===== src/mips_pkg.sv =====
`default_nettype none

package mips_pkg;

    // machine word
    localparam int word_width = 32;
    typedef logic [word_width-1:0] word_t;

    // Cause.ExcCode
    localparam int exc_code_width = 5;
    typedef logic [exc_code_width-1:0] exc_code_t;

    localparam exc_code_t code_int  = 5'd0;
    localparam exc_code_t code_adel = 5'd4;
    localparam exc_code_t code_ades = 5'd5;
    localparam exc_code_t code_sys  = 5'd8;
    localparam exc_code_t code_bp   = 5'd9;
    localparam exc_code_t code_ri   = 5'd10;
    localparam exc_code_t code_ov   = 5'd12;

    // general exception vector, BEV=1
    localparam word_t exc_entry = 32'hbfc0_0380;

    // what the record does on retirement when it does not fault
    localparam int kind_width = 2;
    typedef enum logic [kind_width-1:0] {
        kind_plain,
        kind_eret,
        kind_mtc0_status,
        kind_mtc0_cause
    } rec_kind_t;

    // faults detected upstream, msb first
    localparam int fault_width = 7;
    typedef struct packed {
        logic instr_adel;
        logic ri;
        logic ov;
        logic sys;
        logic bp;
        logic load_adel;
        logic save_ades;
    } fault_t;

    // pc, in_delay_slot, kind, faults, vaddr, data
    localparam int rec_width = word_width + 1 + kind_width + fault_width + 2 * word_width;

    // commit queue sizing
    localparam int queue_depth = 4;
    localparam int ptr_width   = $clog2(queue_depth);
    localparam int count_width = $clog2(queue_depth + 1);
    typedef logic [ptr_width-1:0] qptr_t;
    typedef logic [count_width-1:0] qcount_t;
    localparam qcount_t queue_full = qcount_t'(queue_depth);

    // interrupt mask / pending bits
    typedef logic [7:0] status_im_t;

    // hardware interrupt lines
    localparam int ext_int_width = 6;

    // Status after reset: error level, interrupts off
    localparam logic       status_erl_rst = 1'b1;
    localparam logic       status_exl_rst = 1'b0;
    localparam logic       status_ie_rst  = 1'b0;
    localparam status_im_t status_im_rst  = 8'h00;

endpackage

`default_nettype wire


===== src/commit_queue.sv =====
`timescale 1ns/1ps
`default_nettype none

module commit_queue (
    input  wire logic                          clk,
    input  wire logic                          rst_n,
    // producer side
    input  wire logic                          in_valid,
    output logic                               in_ready,
    input  wire logic [mips_pkg::rec_width-1:0] in_record,
    // consumer side
    output logic                               head_valid,
    output logic [mips_pkg::rec_width-1:0]     head_record,
    input  wire logic                          head_pop
);

    logic [mips_pkg::rec_width-1:0] mem [mips_pkg::queue_depth];

    mips_pkg::qptr_t   wr_ptr;
    mips_pkg::qptr_t   rd_ptr;
    mips_pkg::qcount_t count;

    logic push;
    logic pop;

    assign in_ready   = (count != mips_pkg::queue_full);
    assign head_valid = (count != '0);

    assign push = in_valid & in_ready;
    assign pop  = head_pop & head_valid;

    // head comes straight from storage, no input bypass
    assign head_record = mem[rd_ptr];

    always_ff @(posedge clk) begin
        if (push) begin
            mem[wr_ptr] <= in_record;
        end
    end

    always_ff @(posedge clk or negedge rst_n) begin
        if (!rst_n) begin
            wr_ptr <= '0;
            rd_ptr <= '0;
            count  <= '0;
        end else begin
            // pointers wrap on their own, depth is a power of two
            if (push) begin
                wr_ptr <= wr_ptr + 1'b1;
            end
            if (pop) begin
                rd_ptr <= rd_ptr + 1'b1;
            end
            case ({push, pop})
                2'b10: count <= count + 1'b1;
                2'b01: count <= count - 1'b1;
                default: count <= count;
            endcase
        end
    end

endmodule

`default_nettype wire


===== src/cp0_regs.sv =====
`timescale 1ns/1ps
`default_nettype none

module cp0_regs (
    input  wire logic                               clk,
    input  wire logic                               rst_n,
    input  wire logic [mips_pkg::ext_int_width-1:0] ext_int,
    // exception entry
    input  wire logic                               take_exc,
    input  wire mips_pkg::exc_code_t                exc_code,
    input  wire mips_pkg::word_t                    exc_pc,
    input  wire logic                               exc_delay_slot,
    input  wire mips_pkg::word_t                    exc_vaddr,
    // return and software writes
    input  wire logic                               do_eret,
    input  wire logic                               wr_status,
    input  wire logic                               wr_cause,
    input  wire mips_pkg::word_t                    wr_data,
    // state seen by the retire unit
    output logic                                    status_ie,
    output logic                                    status_exl,
    output logic                                    status_erl,
    output mips_pkg::status_im_t                    status_im,
    output mips_pkg::status_im_t                    cause_ip,
    output mips_pkg::word_t                         epc
);

    logic                               cause_bd;
    mips_pkg::exc_code_t                cause_exccode;
    logic [mips_pkg::ext_int_width-1:0] cause_ip_hw;
    logic [1:0]                         cause_ip_sw;
    mips_pkg::word_t                    badvaddr;

    logic addr_error;

    assign cause_ip = {cause_ip_hw, cause_ip_sw};

    assign addr_error = (exc_code == mips_pkg::code_adel)
                      | (exc_code == mips_pkg::code_ades);

    // Status
    always_ff @(posedge clk or negedge rst_n) begin
        if (!rst_n) begin
            status_ie  <= mips_pkg::status_ie_rst;
            status_exl <= mips_pkg::status_exl_rst;
            status_erl <= mips_pkg::status_erl_rst;
            status_im  <= mips_pkg::status_im_rst;
        end else if (take_exc) begin
            status_exl <= 1'b1;
        end else if (do_eret) begin
            // leave error level first, exception level otherwise
            if (status_erl) begin
                status_erl <= 1'b0;
            end else begin
                status_exl <= 1'b0;
            end
        end else if (wr_status) begin
            status_ie  <= wr_data[0];
            status_exl <= wr_data[1];
            status_erl <= wr_data[2];
            status_im  <= wr_data[15:8];
        end
    end

    // Cause.IP
    always_ff @(posedge clk or negedge rst_n) begin
        if (!rst_n) begin
            cause_ip_hw <= '0;
            cause_ip_sw <= '0;
        end else begin
            // hardware lines sampled every cycle
            cause_ip_hw <= ext_int;
            if (wr_cause) begin
                cause_ip_sw <= wr_data[9:8];
            end
        end
    end

    // registers loaded on exception entry
    always_ff @(posedge clk) begin
        if (take_exc) begin
            cause_bd      <= exc_delay_slot;
            cause_exccode <= exc_code;
            // restart at the branch when the victim sits in its delay slot
            epc <= exc_delay_slot ? (exc_pc - 32'd4) : exc_pc;
            if (addr_error) begin
                badvaddr <= exc_vaddr;
            end
        end
    end

endmodule

`default_nettype wire


===== src/exc_top.sv =====
`timescale 1ns/1ps
`default_nettype none

module exc_top (
    input  wire logic                               clk,
    input  wire logic                               rst_n,
    input  wire logic [mips_pkg::ext_int_width-1:0] ext_int,
    // commit record input
    input  wire logic                               in_valid,
    output logic                                    in_ready,
    input  wire mips_pkg::word_t                    in_pc,
    input  wire logic                               in_delay_slot,
    input  wire mips_pkg::rec_kind_t                in_kind,
    input  wire mips_pkg::fault_t                   in_faults,
    input  wire mips_pkg::word_t                    in_vaddr,
    input  wire mips_pkg::word_t                    in_data,
    // retirement outcome
    output logic                                    out_valid,
    input  wire logic                               out_ready,
    output mips_pkg::word_t                         out_pc,
    output logic                                    out_exc,
    output mips_pkg::exc_code_t                     out_code,
    output logic                                    out_redirect,
    output mips_pkg::word_t                         out_redirect_pc
);

    logic [mips_pkg::rec_width-1:0] in_record;
    logic [mips_pkg::rec_width-1:0] head_record;
    logic                           head_valid;
    logic                           head_pop;

    logic                 take_exc;
    mips_pkg::exc_code_t  exc_code;
    mips_pkg::word_t      exc_pc;
    logic                 exc_delay_slot;
    mips_pkg::word_t      exc_vaddr;
    logic                 do_eret;
    logic                 wr_status;
    logic                 wr_cause;
    mips_pkg::word_t      wr_data;
    logic                 status_ie;
    logic                 status_exl;
    logic                 status_erl;
    mips_pkg::status_im_t status_im;
    mips_pkg::status_im_t cause_ip;
    mips_pkg::word_t      epc;

    // same field order the retire unit unpacks
    assign in_record = {in_pc, in_delay_slot, in_kind, in_faults, in_vaddr, in_data};

    commit_queue commit_queue_i (
        .clk (clk), .rst_n (rst_n),
        .in_valid (in_valid), .in_ready (in_ready), .in_record (in_record),
        .head_valid (head_valid), .head_record (head_record), .head_pop (head_pop)
    );

    retire_unit retire_unit_i (
        .clk (clk), .rst_n (rst_n),
        .head_valid (head_valid), .head_record (head_record), .head_pop (head_pop),
        .take_exc (take_exc), .exc_code (exc_code), .exc_pc (exc_pc),
        .exc_delay_slot (exc_delay_slot), .exc_vaddr (exc_vaddr), .do_eret (do_eret),
        .wr_status (wr_status), .wr_cause (wr_cause), .wr_data (wr_data),
        .status_ie (status_ie), .status_exl (status_exl), .status_erl (status_erl),
        .status_im (status_im), .cause_ip (cause_ip), .epc (epc),
        .out_valid (out_valid), .out_ready (out_ready), .out_pc (out_pc),
        .out_exc (out_exc), .out_code (out_code), .out_redirect (out_redirect),
        .out_redirect_pc (out_redirect_pc)
    );

    cp0_regs cp0_regs_i (
        .clk (clk), .rst_n (rst_n), .ext_int (ext_int),
        .take_exc (take_exc), .exc_code (exc_code), .exc_pc (exc_pc),
        .exc_delay_slot (exc_delay_slot), .exc_vaddr (exc_vaddr), .do_eret (do_eret),
        .wr_status (wr_status), .wr_cause (wr_cause), .wr_data (wr_data),
        .status_ie (status_ie), .status_exl (status_exl), .status_erl (status_erl),
        .status_im (status_im), .cause_ip (cause_ip), .epc (epc)
    );

endmodule

`default_nettype wire


===== src/exception.sv =====
`timescale 1ns/1ps
`default_nettype none

module exception (
    input  wire mips_pkg::fault_t     faults,
    input  wire logic                 in_delay_slot,
    input  wire mips_pkg::status_im_t cause_ip,
    input  wire mips_pkg::status_im_t status_im,
    input  wire logic                 status_ie,
    input  wire logic                 status_exl,
    input  wire logic                 status_erl,
    output logic                      exception_valid,
    output mips_pkg::exc_code_t       exccode,
    // BD value to record, only meaningful with exception_valid
    output logic                      exc_delay_slot
);

    logic interrupt_valid;

    // pending and unmasked, and not already at exception or error level
    assign interrupt_valid = (|(cause_ip & status_im))
                           & status_ie
                           & ~status_exl
                           & ~status_erl;

    always_comb begin
        exception_valid = 1'b1;
        if (interrupt_valid) begin
            exccode = mips_pkg::code_int;
        end else if (faults.instr_adel) begin
            exccode = mips_pkg::code_adel;
        end else if (faults.ri) begin
            exccode = mips_pkg::code_ri;
        end else if (faults.ov) begin
            exccode = mips_pkg::code_ov;
        end else if (faults.sys) begin
            exccode = mips_pkg::code_sys;
        end else if (faults.bp) begin
            exccode = mips_pkg::code_bp;
        end else if (faults.load_adel) begin
            // data side, same code as fetch
            exccode = mips_pkg::code_adel;
        end else if (faults.save_ades) begin
            exccode = mips_pkg::code_ades;
        end else begin
            exception_valid = 1'b0;
            exccode = '0;
        end
    end

    assign exc_delay_slot = exception_valid & in_delay_slot;

endmodule

`default_nettype wire


===== src/retire_unit.sv =====
`timescale 1ns/1ps
`default_nettype none

module retire_unit (
    input  wire logic                           clk,
    input  wire logic                           rst_n,
    // queue head
    input  wire logic                           head_valid,
    input  wire logic [mips_pkg::rec_width-1:0] head_record,
    output logic                                head_pop,
    // cp0 control
    output logic                                take_exc,
    output mips_pkg::exc_code_t                 exc_code,
    output mips_pkg::word_t                     exc_pc,
    output logic                                exc_delay_slot,
    output mips_pkg::word_t                     exc_vaddr,
    output logic                                do_eret,
    output logic                                wr_status,
    output logic                                wr_cause,
    output mips_pkg::word_t                     wr_data,
    // cp0 state
    input  wire logic                           status_ie,
    input  wire logic                           status_exl,
    input  wire logic                           status_erl,
    input  wire mips_pkg::status_im_t           status_im,
    input  wire mips_pkg::status_im_t           cause_ip,
    input  wire mips_pkg::word_t                epc,
    // outcome port
    output logic                                out_valid,
    input  wire logic                           out_ready,
    output mips_pkg::word_t                     out_pc,
    output logic                                out_exc,
    output mips_pkg::exc_code_t                 out_code,
    output logic                                out_redirect,
    output mips_pkg::word_t                     out_redirect_pc
);

    mips_pkg::word_t     rec_pc;
    logic                rec_delay_slot;
    logic [1:0]          rec_kind_bits;
    mips_pkg::rec_kind_t rec_kind;
    mips_pkg::fault_t    rec_faults;
    mips_pkg::word_t     rec_vaddr;
    mips_pkg::word_t     rec_data;

    logic exception_valid;
    logic is_eret;

    assign {rec_pc, rec_delay_slot, rec_kind_bits, rec_faults, rec_vaddr, rec_data} = head_record;
    assign rec_kind = mips_pkg::rec_kind_t'(rec_kind_bits);

    exception exception_i (
        .faults          (rec_faults),
        .in_delay_slot   (rec_delay_slot),
        .cause_ip        (cause_ip),
        .status_im       (status_im),
        .status_ie       (status_ie),
        .status_exl      (status_exl),
        .status_erl      (status_erl),
        .exception_valid (exception_valid),
        .exccode         (exc_code),
        .exc_delay_slot  (exc_delay_slot)
    );

    // retire whenever the outcome register is empty or draining
    assign head_pop = head_valid & (~out_valid | out_ready);

    // a faulting record has no effect of its own
    assign take_exc  = head_pop & exception_valid;
    assign is_eret   = ~exception_valid & (rec_kind == mips_pkg::kind_eret);
    assign do_eret   = head_pop & is_eret;
    assign wr_status = head_pop & ~exception_valid & (rec_kind == mips_pkg::kind_mtc0_status);
    assign wr_cause  = head_pop & ~exception_valid & (rec_kind == mips_pkg::kind_mtc0_cause);
    assign wr_data   = rec_data;
    assign exc_pc    = rec_pc;
    // fetch error reports the pc itself
    assign exc_vaddr = rec_faults.instr_adel ? rec_pc : rec_vaddr;

    always_ff @(posedge clk or negedge rst_n) begin
        if (!rst_n) begin
            out_valid <= 1'b0;
        end else if (~out_valid | out_ready) begin
            out_valid <= head_valid;
        end
    end

    always_ff @(posedge clk) begin
        if (head_pop) begin
            out_pc          <= rec_pc;
            out_exc         <= exception_valid;
            out_code        <= exception_valid ? exc_code : '0;
            out_redirect    <= exception_valid | is_eret;
            out_redirect_pc <= exception_valid ? mips_pkg::exc_entry : (is_eret ? epc : '0);
        end
    end

endmodule

`default_nettype wire


===== config.mk =====
export PLATFORM = sky130hd
export DESIGN_NAME = exc_top
export DESIGN_NICKNAME = d
export VERILOG_FILES = /design/src/mips_pkg.sv /design/src/commit_queue.sv /design/src/cp0_regs.sv /design/src/exc_top.sv /design/src/exception.sv /design/src/retire_unit.sv
export SDC_FILE = /design/constraint.sdc
export NUM_CORES = 1
export LEC_CHECK = 0
export BUFFER_PORTS_ARGS = -buffer_cell sky130_fd_sc_hd__buf_2
export CAP_MARGIN = 20
export CORE_ASPECT_RATIO = 1.5
export CORE_MARGIN = 2
export CORE_UTILIZATION = 35
export DETAILED_ROUTE_END_ITERATION = 6
export PLACE_DENSITY = 0.57
export REMOVE_ABC_BUFFERS = 1
export SLEW_MARGIN = 10
export SYNTH_ARGS = -nofsm -noshare
export SYNTH_HDL_FRONTEND = slang
export SYNTH_HIERARCHICAL = 1
export SYNTH_SLANG_ARGS = --single-unit

===== constraint.sdc =====
create_clock -name clk -period 5.8 [get_ports clk]
set_input_delay 0.87 -clock clk [delete_from_list [all_inputs] [get_ports clk]]
set_output_delay 0.87 -clock clk [all_outputs]
set_load 0.01 [all_outputs]

==> Word level (Yosys, flattened, before mapping) <==
Memory sizes are Yosys's and may differ from the RTL's.
Index checks and enable logic that the tools add are counted.
{ "totals": {"out_inout_bits": 73, "ff_bits": 130, "mem_bits_rw": 424, "elab_cells": 95, "mem_count": 1, "in_bits": 116} }
{ "classes": {"eq_ne": 7, "n_bitwise": 23, "addsub": 5, "muxes": 26, "n_reduce_logical": 13} }
{ "mem_list": {"columns": ["memory", "words", "word_bits", "read_ports", "rd_clocked_by_memory_dff", "wr", "line_no", "source"], "rows": [
  ["commit_queue_i.mem", 4, 106, 1, 0, 1, "commit_queue.sv:17", "logic [mips_pkg::rec_width-1:0] mem [mips_pkg::queue_depth];"]
]} }
{ "op_table": {"columns": ["operator", "n"], "rows": [
  ["2-to-1 mux 32 bit", 2],
  ["subtractor 32 x 3 -> 32 bit, second input constant", 1],
  ["2-to-1 mux 1 bit", 16],
  ["2-to-1 mux 4 bit", 4],
  ["OR reduction 8 bit", 2],
  ["AND 1 bit", 13],
  ["2-to-1 mux 3 bit", 3],
  ["AND 8 bit", 1],
  ["NOT 1 bit", 7],
  ["== test 2 bit, second input constant", 3],
  ["case mux 3 bit (2 select lines)", 1],
  ["nonzero test 3 bit", 2],
  ["OR reduction 6 bit", 1],
  ["adder 2 x 1 -> 2 bit, second input constant", 2],
  ["== test 2 x 1 -> 1 bit, second input constant", 2],
  ["AND reduction 2 bit", 2],
  ["nonzero test 2 bit", 2],
  ["OR reduction 2 bit", 2],
  ["adder 3 x 1 -> 3 bit, second input constant", 1],
  ["inequality test 3 x 2 -> 1 bit, second input constant", 1],
  ["inequality test 3 bit, second input constant", 1],
  ["AND reduction 3 bit", 1],
  ["OR reduction 3 bit", 1],
  ["subtractor 3 x 1 -> 3 bit, second input constant", 1],
  ["OR 1 bit", 2]
]} }

==> Logic depth before layout (Yosys ltp) <==
Gate-level depths: netlist of the first run.
An unclocked memory read counts as a cell.
{ "depth": {"ltp_word": 15, "mapped_depth": 12} }

==> Modules after synthesis <==
The synthesis of the first run kept the hierarchy.
{ "by_module_without_submodules": {"columns": ["module", "instances", "seq_area_each_um2", "area_each_um2", "cells_each"], "rows": [
  ["commit_queue", 1, 12907.4, 15695.1, 591],
  ["retire_unit", 1, 2157.1, 3519.6, 227],
  ["cp0_regs", 1, 1437.6, 2244.7, 158],
  ["exception", 1, 0.0, 158.9, 24]
]} }

==> Worst setup path after synthesis of the first run <==
No wires, ideal clock.
{ "synth_path": {"path_kind": "input -> register", "from": "input out_ready", "to": "register commit_queue_i.count[2]", "setup_time_ps": 79, "arrival_ps": 4075, "path_buffers": 0, "cell_stages": 9, "required_ps": 5721, "path_slack_ps": 1646, "path_cell_list": "nand2b_1 > and2_1 > o31a_2 > ha_1 > inv_1 > fa_1 > xor2_1 > nor2_1 > xor2_1"} }
{ "synth_between": {"elab_chain_cells": 5, "elab_cells_between_ends": 7, "classes_between": "eq/ne: 2; mux: 1; bitwise: 3; reduce/logical: 1"} }
{ "synth_lines": {"columns": ["element", "line_no", "source"], "rows": [
  ["start: declaration", "exc_top.sv:19", "input wire logic out_ready,"],
  ["OR 1 bit (*)", "retire_unit.sv:66", "assign head_pop = head_valid & (~out_valid | out_ready);"],
  ["AND 1 bit (*)", "retire_unit.sv:66", null],
  ["via head_pop", "exc_top.sv:30", "logic head_pop;"],
  ["AND 1 bit (*)", "commit_queue.sv:30", "assign pop = head_pop & head_valid;"],
  ["via commit_queue_i.pop", "commit_queue.sv:24", "logic pop;"],
  ["== test 2 x 1 -> 1 bit or == test 2 bit (tied branches)", "commit_queue.sv:54", "case ({push, pop})"],
  ["case mux 3 bit (2 select lines) or nonzero test 2 bit (tied branches)", null, null],
  ["end signal: assignment", "commit_queue.sv:55", "2'b10: count <= count + 1'b1;"],
  ["end signal: assignment", "commit_queue.sv:56", "2'b01: count <= count - 1'b1;"],
  ["end signal: assignment", "commit_queue.sv:57", "default: count <= count;"],
  ["end: declaration", "commit_queue.sv:21", "mips_pkg::qcount_t count;"]
]} }
Mark *: on every way through the listed nets, which the timed path passes. The rest lies on a longest branch.
A chain may end at the register's enable or synchronous reset.

==> Worst setup path after layout of the first run <==
{ "layout_path": {"from": "register commit_queue_i.rd_ptr[0]", "to": "register cp0_regs_i.status_im[4]"} }
{ "layout_between": {"elab_cells_between_ends": 20, "classes_between": "eq/ne: 2; mux: 8; bitwise: 8; reduce/logical: 1; memory: 1"} }
{ "layout_lines": {"columns": ["element", "line_no", "source"], "rows": [
  ["start: declaration", "commit_queue.sv:20", "mips_pkg::qptr_t rd_ptr;"],
  ["start signal: assignment", "commit_queue.sv:52", "rd_ptr <= rd_ptr + 1'b1;"],
  ["memory read (4 x 106 bit)", null, null],
  ["via head_record, one bit", "exc_top.sv:28", "logic [mips_pkg::rec_width-1:0] head_record;"],
  ["2-to-1 mux 1 bit", "exception.sv:38", "end else if (faults.bp) begin"],
  ["2-to-1 mux 1 bit", "exception.sv:36", "end else if (faults.sys) begin"],
  ["2-to-1 mux 1 bit", "exception.sv:34", "end else if (faults.ov) begin"],
  ["2-to-1 mux 1 bit", "exception.sv:32", "end else if (faults.ri) begin"],
  ["2-to-1 mux 1 bit", "exception.sv:30", "end else if (faults.instr_adel) begin"],
  ["2-to-1 mux 1 bit", "exception.sv:28", "if (interrupt_valid) begin"],
  ["via retire_unit_i.exception_valid", "retire_unit.sv:46", "logic exception_valid;"],
  ["NOT 1 bit (no line)", null, null],
  ["AND 1 bit (2 in series)", "retire_unit.sv:72", "assign wr_status = head_pop & ~exception_valid & (rec_kind == mips_pkg::kind_mtc0_status);"],
  ["via wr_status", "exc_top.sv:38", "logic wr_status;"],
  ["AND reduction 3 bit (no line)", null, null],
  ["end signal: assignment", "cp0_regs.sv:47", "status_im <= mips_pkg::status_im_rst;"],
  ["end signal: assignment", "cp0_regs.sv:61", "status_im <= wr_data[15:8];"],
  ["end: declaration", "cp0_regs.sv:23", "output mips_pkg::status_im_t status_im,"]
]} }
The timed path passes the listed nets, and every way through them passes these cells.

==> results.txt, run 1 <==
----------------------------------------------------
[Finish]
  Final core utilization ... 41.0%
  Filler instances ... about 3400
  Fraction of final layout cells with drive strength greater than 1 ... 35.2%
  Synth-to-layout area growth ... 15.3%
  Layout Nets ... 906

[STA]
  Pins over their slew limit ... 0
  RSZ-0062 raised after global routing ... no
  Top achievable clock speed ... 219 MHz
  Worst-case headroom to the max-slew limit ... 35.2%
  Transition time of the tightest slew-check pin ... 0.972 ns
  Total negative slack for setup checks ... 0 ns
  Post-Route Skew ... 0.0195 ns
  Fin crit share ... between 70% and 80%
  Final worst hold slack ... 0.373 ns
  Final Setup Violations ... 0
  Final count of hold timing violations ... 0
  Clock period minus final worst setup slack ... 4.58 ns

[Drt]
  Detailed-route wire length ... between 20 and 25 mm
  Total length of routed met3 wires ... 1.42 mm
  Routed vias/inst ... 4.65
  Post-DRT Antenna Nets ... 0
  Met2 wire len ... about 13 mm
  Top layer in use ... met5
  DRC violation count after routing ... 0
  Average wire per standard cell ... 19.0 um
  Number of search-and-repair iterations in the first detailed-routing pass ... 4
  Total via count after detailed routing ... 6042
  Initial DRC count ... approximately 310
  Metal1 wirelength ... slightly above 9 mm

[Clock network]
  Clock tree root driver cell ... clkbuf_16
  Clock Tree Buf Depth ... 3
  CTS clk-pin slew, worst paths ... around 0.060 ns
  Number of clock sinks ... 342
  Clock buffer count from CTS ... 34
  Clock network latency to the later pin of the worst-skew pair ... 0.52 ns
  Post-cts gate resize count ... 0
  CTS Hold Buffers Added ... 0
  Clock tree from TritonCTS ... built
  Level count of the clock H-tree ... 2
  Buffer count from post-CTS setup fixing ... 0

[Pwr]
  Highest ir drop seen on vdd ... ~0.19 mV
  Leakage power figure ... 0.00531 uW
  Cell Pwr Density ... ~500 nW/um^2

[Global routing]
  Overall global routing resource usage ... 12.7%
  Initial antenna violation count ... 8
  Overflow after GRT ... 0
  Largest net degree at the start of global routing ... 68
  Via count of the first global-routing pass ... 6419
  First-pass GRT wire length ... 37.4 mm

[Worst hold path]
  Path type of the worst min-delay path ... input pin to asynchronous set/reset pin

[Logic synthesis]
  Post-synthesis instance area ... around 13000 sq um
  Number of instances in the synthesized netlist ... 670
  Mean instance size in the synthesized netlist ... between 15 and 20 sq um
  Number of warnings reported in the yosys synthesis log ... 6

[Floorplanning]
  Cell row count ... 87
  Die Footprint ... 39700 sq um
  Horizontal extent of the die ... 163 um
  Core footprint ... 37600 sq um
  Vertical die dimension ... roughly 240 um
  Count of pins on the block boundary ... 189
  Initial Util ... approximately 36%

[Critical path]
  Critical Path Max Stage Delay ... 0.81 ns
  CP arrival ... 4.97 ns
  Slowest stage cell on the critical path ... dfrtp_4
  Crit path max fanout ... 27
  Data required time at the worst endpoint ... 6.19 ns
  Cells along the critical path ... mux4_2 -> nor4_1 -> nand2_1 -> or3_1 -> nand2b_1 -> nor4b_1 -> nor3b_1 -> buf_4 -> mux2_2
  Crit path kind ... flop to flop
  Category of the worst setup path capture point ... flop
  Crit path launch type ... flop

[Place]
  Port Buffers ... 135
  Final weighted congestion of routability-driven global placement ... between 0.7 and 0.8
  HPWL after detailed placement ... around 16 mm

[Job]
  Number of maximum-capacitance constraint violations ... 0

[Status]
  Outcome ... completed

----------------------------------------------------
## power by group
| part | internal, uW | switching, uW | total, uW |
|---|---|---|---|
| combinational | 797 | 1110 | 1910 |
| clock | 1350 | 873 | 2230 |
| sequential | 3520 | 237 | 3760 |
## flip-flops by register name, summed over array words and instances, names as in the netlist
signal,count
commit_queue_i/mem,212
cp0_regs_i/epc,32
retire_unit_i/out_pc,32
retire_unit_i/out_redirect_pc,32
cp0_regs_i/status_im,8
cp0_regs_i/cause_ip_hw,6
retire_unit_i/out_code,5
commit_queue_i/count,3
commit_queue_i/rd_ptr,2
commit_queue_i/wr_ptr,2
cp0_regs_i/cause_ip_sw,2
cp0_regs_i/status_erl,1
cp0_regs_i/status_exl,1
cp0_regs_i/status_ie,1
retire_unit_i/out_exc,1
retire_unit_i/out_redirect,1
retire_unit_i/out_valid,1
## through the flow
| stage | total power (uW) | cells | setup slack, ns | cell area (sq um) |
|---|---|---|---|---|
| 2_1_floorplan | 5100 | 603 | -0.121 | 12900 |
| 3_3_place_gp | 5760 | 1236 | 1.23 | 14200 |
| 5_1_grt | 8310 | 1297 | 0.808 | 15400 |
| 3_5_place_dp | 5790 | 1236 | 1.18 | 14200 |
| 6_report | 7890 | 1299 | 1.22 | 15400 |
| 4_1_cts | 8040 | 1295 | 1.15 | 15400 |
## worst max-delay path: cells and delay by family (launching register included)
kind                   cells  cell delay (ns)
buffers and inverters      1             0.23
flip-flops                 1             0.81
multiplexers               2             0.98
AND/OR/NAND/NOR            6             2.39
## cell type report
type	count	area [sq um]	share of cell area, %
Multi-Input combinational cell	251	2710	17.6
Antenna cell	4	10.0	0.0651
Inverter	10	37.5	0.244
Sequential cell	342	10100	65.9
Timing Repair Buffer	144	743	4.83
Clock buffer	44	930	6.04
Clock inverter	15	201	1.31
Tap cell	489	612	3.98
## placed cells by master, fill, tap and decap left out, drive strengths merged, types with 6 or more instances in the layout
cell type,instances
clkinv,8
dfrtp,26
xor2,18
mux2,12
edfxtp,315
mux4,53
buf,144
xnor2,16
nor2,11
nor4,11
nand2,14
clkbuf,44
a21o,12
ha,6
inv,11
nor3,9
and2,27
## worst paths after layout
check,depth (start not counted),startpoint,to,slack (ns)
max,9,commit_queue_i/rd_ptr[0],cp0_regs_i/status_im[4],1.22
min,1,rst_n,commit_queue_i/wr_ptr[1],0.37
max reg2reg,9,commit_queue_i/rd_ptr[0],cp0_regs_i/status_im[4],1.22
min reg2reg,1,commit_queue_i/count[2],commit_queue_i/count[2],0.50
max in group asynchronous,1,rst_n,commit_queue_i/rd_ptr[0],4.94
min in group clk,1,ext_int[0],cp0_regs_i/cause_ip_hw[0],0.46
## layer usage
| metal | vias up | global-route usage, % |
|---|---|---|
| met5 | - | 0 |
| met4 | 8 | 6.04 |
| met3 | 56 | 3.30 |
| met2 | 135 | 22.7 |
| met1 | 3030 | 13.9 |
| li1 | 2813 | - |
No activity file was read; power rests on OpenSTA's default activity.
==> run 2, diff against run 1 <==
--- a/config.mk
+++ b/config.mk
@@ -5,13 +5,14 @@
 export SDC_FILE = /design/constraint.sdc
 export NUM_CORES = 1
 export LEC_CHECK = 0
+export ABC_AREA = 1
 export BUFFER_PORTS_ARGS = -buffer_cell sky130_fd_sc_hd__buf_2
 export CAP_MARGIN = 20
 export CORE_ASPECT_RATIO = 1.5
 export CORE_MARGIN = 2
 export CORE_UTILIZATION = 35
 export DETAILED_ROUTE_END_ITERATION = 6
-export PLACE_DENSITY = 0.57
+export PLACE_DENSITY = 0.56
 export REMOVE_ABC_BUFFERS = 1
 export SLEW_MARGIN = 10
 export SYNTH_ARGS = -nofsm -noshare
==> constraint.sdc (replaced) <==
create_clock -name clk -period 4.3 [get_ports clk]
set_input_delay 0.645 -clock clk [delete_from_list [all_inputs] [get_ports clk]]
set_output_delay 0.645 -clock clk [all_outputs]
set_load 0.01 [all_outputs]
==> results.txt, run 2 <==
----------------------------------------------------
[Place]
  Area post-placement ... 15800 sq um (+11%)
  Port Buffers ... 135 (unchanged)
  Final weighted congestion of routability-driven global placement ... 0.793 (+12%)
  HPWL after detailed placement ... 19.9 mm (+24%)
  Total placed cells including tap cells ... 1814 (+47%)

[Critical path]
  Cell seen most often among critical-path stages ... nand2_1
  Reg-to-reg startpoint ... commit_queue_i/rd_ptr[0]
  R2R Path End ... cp0_regs_i/status_im[2]
  Sum of buffers and inverters on the critical path ... 2 (+1)
  Critical Path Max Stage Delay ... 0.48 ns (-0.33 ns)
  Category of the worst setup path capture point ... flop
  Worst path top cell family by delay ... simple AND/OR/NAND/NOR gates
  Reg2reg path depth ... 13 (+4)
  Slowest stage cell on the critical path ... mux2_1
  Data required time at the worst endpoint ... 4.69 ns (-1.50 ns)
  CP arrival ... 3.89 ns (-1.08 ns)
  Crit path launch type ... flop
  Crit path kind ... flop to flop
  Crit path max fanout ... 61 (+130%)
  R2R setup slack ... 0.80 ns (-0.43 ns)
  Cells along the critical path ... inv_6 -> nand2_1 -> o211ai_1 -> nand2_1 -> nor2_1 -> nand2_1 -> nor2_1 -> nand2_1 -> inv_2 -> nand3_1 -> nor2_1 -> nand3_1 -> mux2_1

[Floorplanning]
  Horizontal extent of the die ... 172 um (+5.4%)
  Core footprint ... 42000 sq um (+12%)
  Count of pins on the block boundary ... 189 (unchanged)
  Vertical die dimension ... 256 um (+5.5%)
  Die Footprint ... 44200 sq um (+11%)
  Initial Util ... 35.4% (-0.13 points)
  Cell row count ... 92 (+5.7%)

[Clock network]
  Clock network latency to the later pin of the worst-skew pair ... 0.53 ns (about the same)
  CTS Hold Buffers Added ... 0 (unchanged)
  CTS clk-pin slew, worst paths ... 0.06 ns (about the same)
  Clock tree root driver cell ... clkbuf_16
  Clock tree from TritonCTS ... built
  Post-cts gate resize count ... 0 (unchanged)
  Number of clock sinks ... 342 (unchanged)
  Clock buffer count from CTS ... 36 (+5.9%)
  Buffer count from post-CTS setup fixing ... 0 (unchanged)
  Level count of the clock H-tree ... 2 (unchanged)
  Clock Tree Buf Depth ... 3 (unchanged)

[Global routing]
  Via count of the first global-routing pass ... 8415 (+31%)
  Largest net degree at the start of global routing ... 74 (+8.8%)
  Overall global routing resource usage ... 13.8% (+1.1 points)
  First-pass GRT wire length ... 46.1 mm (+23%)
  Initial antenna violation count ... 9 (+1)
  Overflow after GRT ... 0 (unchanged)

[STA]
  Final Setup Violations ... 0 (unchanged)
  Clock period minus final worst setup slack ... 3.50 ns (-1.07 ns)
  RSZ-0062 raised after global routing ... no
  Worst-case headroom to the max-slew limit ... 34.3% (-0.93 points)
  Top achievable clock speed ... 285 MHz (+31%)
  Post-Route Skew ... 0.0234 ns (+0.00395 ns)
  Pins over their slew limit ... 0 (unchanged)
  Transition time of the tightest slew-check pin ... 0.986 ns (+0.0140 ns)
  Final count of hold timing violations ... 0 (unchanged)
  Fin crit share ... 81.5% (+2.6 points)

[Pwr]
  Combinational share of power ... 32.9% (+8.7 points)
  Fraction of power consumed by sequential logic ... 42.8% (-4.8 points)
  Psw ... 4270 uW (+92%)
  Clock share of power ... 24.3% (-3.9 points)
  Leakage power figure ... 0.00692 uW (+30%)
  Internal Dissipation ... 7650 uW (+35%)
  Sw frac ... 35.8% (+7.7 points)
  Overall power ... 11900 uW (+51%)
  Highest ir drop seen on vdd ... 0.283 mV (+50%)
  Cell Pwr Density ... 707 nW/um^2 (+38%)

[Finish]
  Final core utilization ... 40.1% (-0.81 points)
  Synth-to-layout area growth ... 13.4%
  Fraction of final layout cells with drive strength greater than 1 ... 23.3% (-12 points)
  Number of flip-flops in the largest register ... 212 (unchanged)
  Most common cell after layout, fill and taps aside ... edfxtp_1
  Count of non-filler cells in the finished layout ... 1884 (+45%)
  Area of the multi-input gates ... 3340 sq um (+23%)
  Commonest cells after routing, fill and taps aside ... edfxtp_1 (315), nand2_1 (265), inv_1 (180)
  Filler instances ... 3991 (+19%)
  Finished layout cell area ... 16900 sq um (+9.7%)
  Sequential cell area ... 10100 sq um (about the same)
  Register bank with the most flops ... commit_queue_i/mem
  Layout Nets ... 1411 (+56%)

[Drt]
  Total via count after detailed routing ... 8377 (+39%)
  Detailed-route wire length ... 29.9 mm (+21%)
  Post-DRT Antenna Nets ... 0 (unchanged)
  Average wire per standard cell ... 15.9 um (-16%)
  Routed vias/inst ... 4.45 (-4.4%)
  Initial DRC count ... 344 (+9.6%)
  Number of search-and-repair iterations in the first detailed-routing pass ... 7 (+3)
  DRC violation count after routing ... 0 (unchanged)

[Job]
  Number of maximum-capacitance constraint violations ... 0 (unchanged)

[Logic synthesis]
  Mean instance size in the synthesized netlist ... 12.4 sq um (-38%)
  Number of warnings reported in the yosys synthesis log ... 6 (unchanged)
  Number of instances in the synthesized netlist ... 1195 (+78%)
  Post-synthesis instance area ... 14900 sq um (+11%)

[Status]
  Outcome ... completed

[Worst hold path]
  Path type of the worst min-delay path ... input pin to asynchronous set/reset pin

----------------------------------------------------
run 2: layout make-up:
class / instances / share of cell area (%)
multi-input cells: 562 / 19.8
well taps: 564 / 4.18
flip-flops and latches: 342 / 60.1
repair buffers: 152 / 4.99
clock inverters: 22 / 0.861
diodes: 4 / 0.0594
clock buffers: 44 / 5.65
inverters: 194 / 4.37
run 2: worst max-delay path by stage:
stage	slack (ns)	from	cells after the start	to
2_1_floorplan	-1.43	commit_queue_i/rd_ptr[0]	14	cp0_regs_i/status_ie
3_3_place_gp	0.88	commit_queue_i/rd_ptr[0]	13	cp0_regs_i/status_im[3]
3_5_place_dp	0.72	commit_queue_i/rd_ptr[0]	13	cp0_regs_i/status_im[7]
4_1_cts	0.70	commit_queue_i/rd_ptr[0]	13	cp0_regs_i/status_im[2]
5_1_grt	0.38	commit_queue_i/rd_ptr[0]	13	cp0_regs_i/status_im[2]
6_report	0.80	commit_queue_i/rd_ptr[0]	13	cp0_regs_i/status_im[2]
run 2: power by group through the flow:
| stage | clock network, uW | logic, uW | registers [uW] |
|---|---|---|---|
| 6_report | 2900 | 3920 | 5100 |
| 5_1_grt | 3120 | 4400 | 5190 |
| 4_1_cts | 2990 | 4050 | 5110 |
| 3_5_place_dp | 0 | 4040 | 5180 |
| 3_3_place_gp | 0 | 3970 | 5160 |
| 2_1_floorplan | 0 | 2460 | 5390 |
run 2: through the flow:
step	worst slack [ns]	hold WS (ns)	TNS, ns
2_1_floorplan	-1.43	0.349	-40.35
3_3_place_gp	0.879	0.467	0
3_5_place_dp	0.723	0.482	0
4_1_cts	0.703	0.165	0
5_1_grt	0.383	0.205	0
6_report	0.796	0.162	0
run 2: worst reg2reg max path, delay by kind of cell (launching register included):
kind / cells / cell delay [ns]
buffers and inverters: 2 / 0.71
and+or+nand+nor: 9 / 1.64
muxes: 1 / 0.48
AOI/OAI and AO/OA: 1 / 0.10
DFF: 1 / 0.43
run 2: layer usage:
layer  GRT usage (%)  wire (um)  vias to the layer above
met1            14.1      10900                     3979
met4            5.84       1170                       10
met5               0         55                        -
met3            2.76       1290                       71
met2            26.6      16500                      167
li1                -          -                     4150
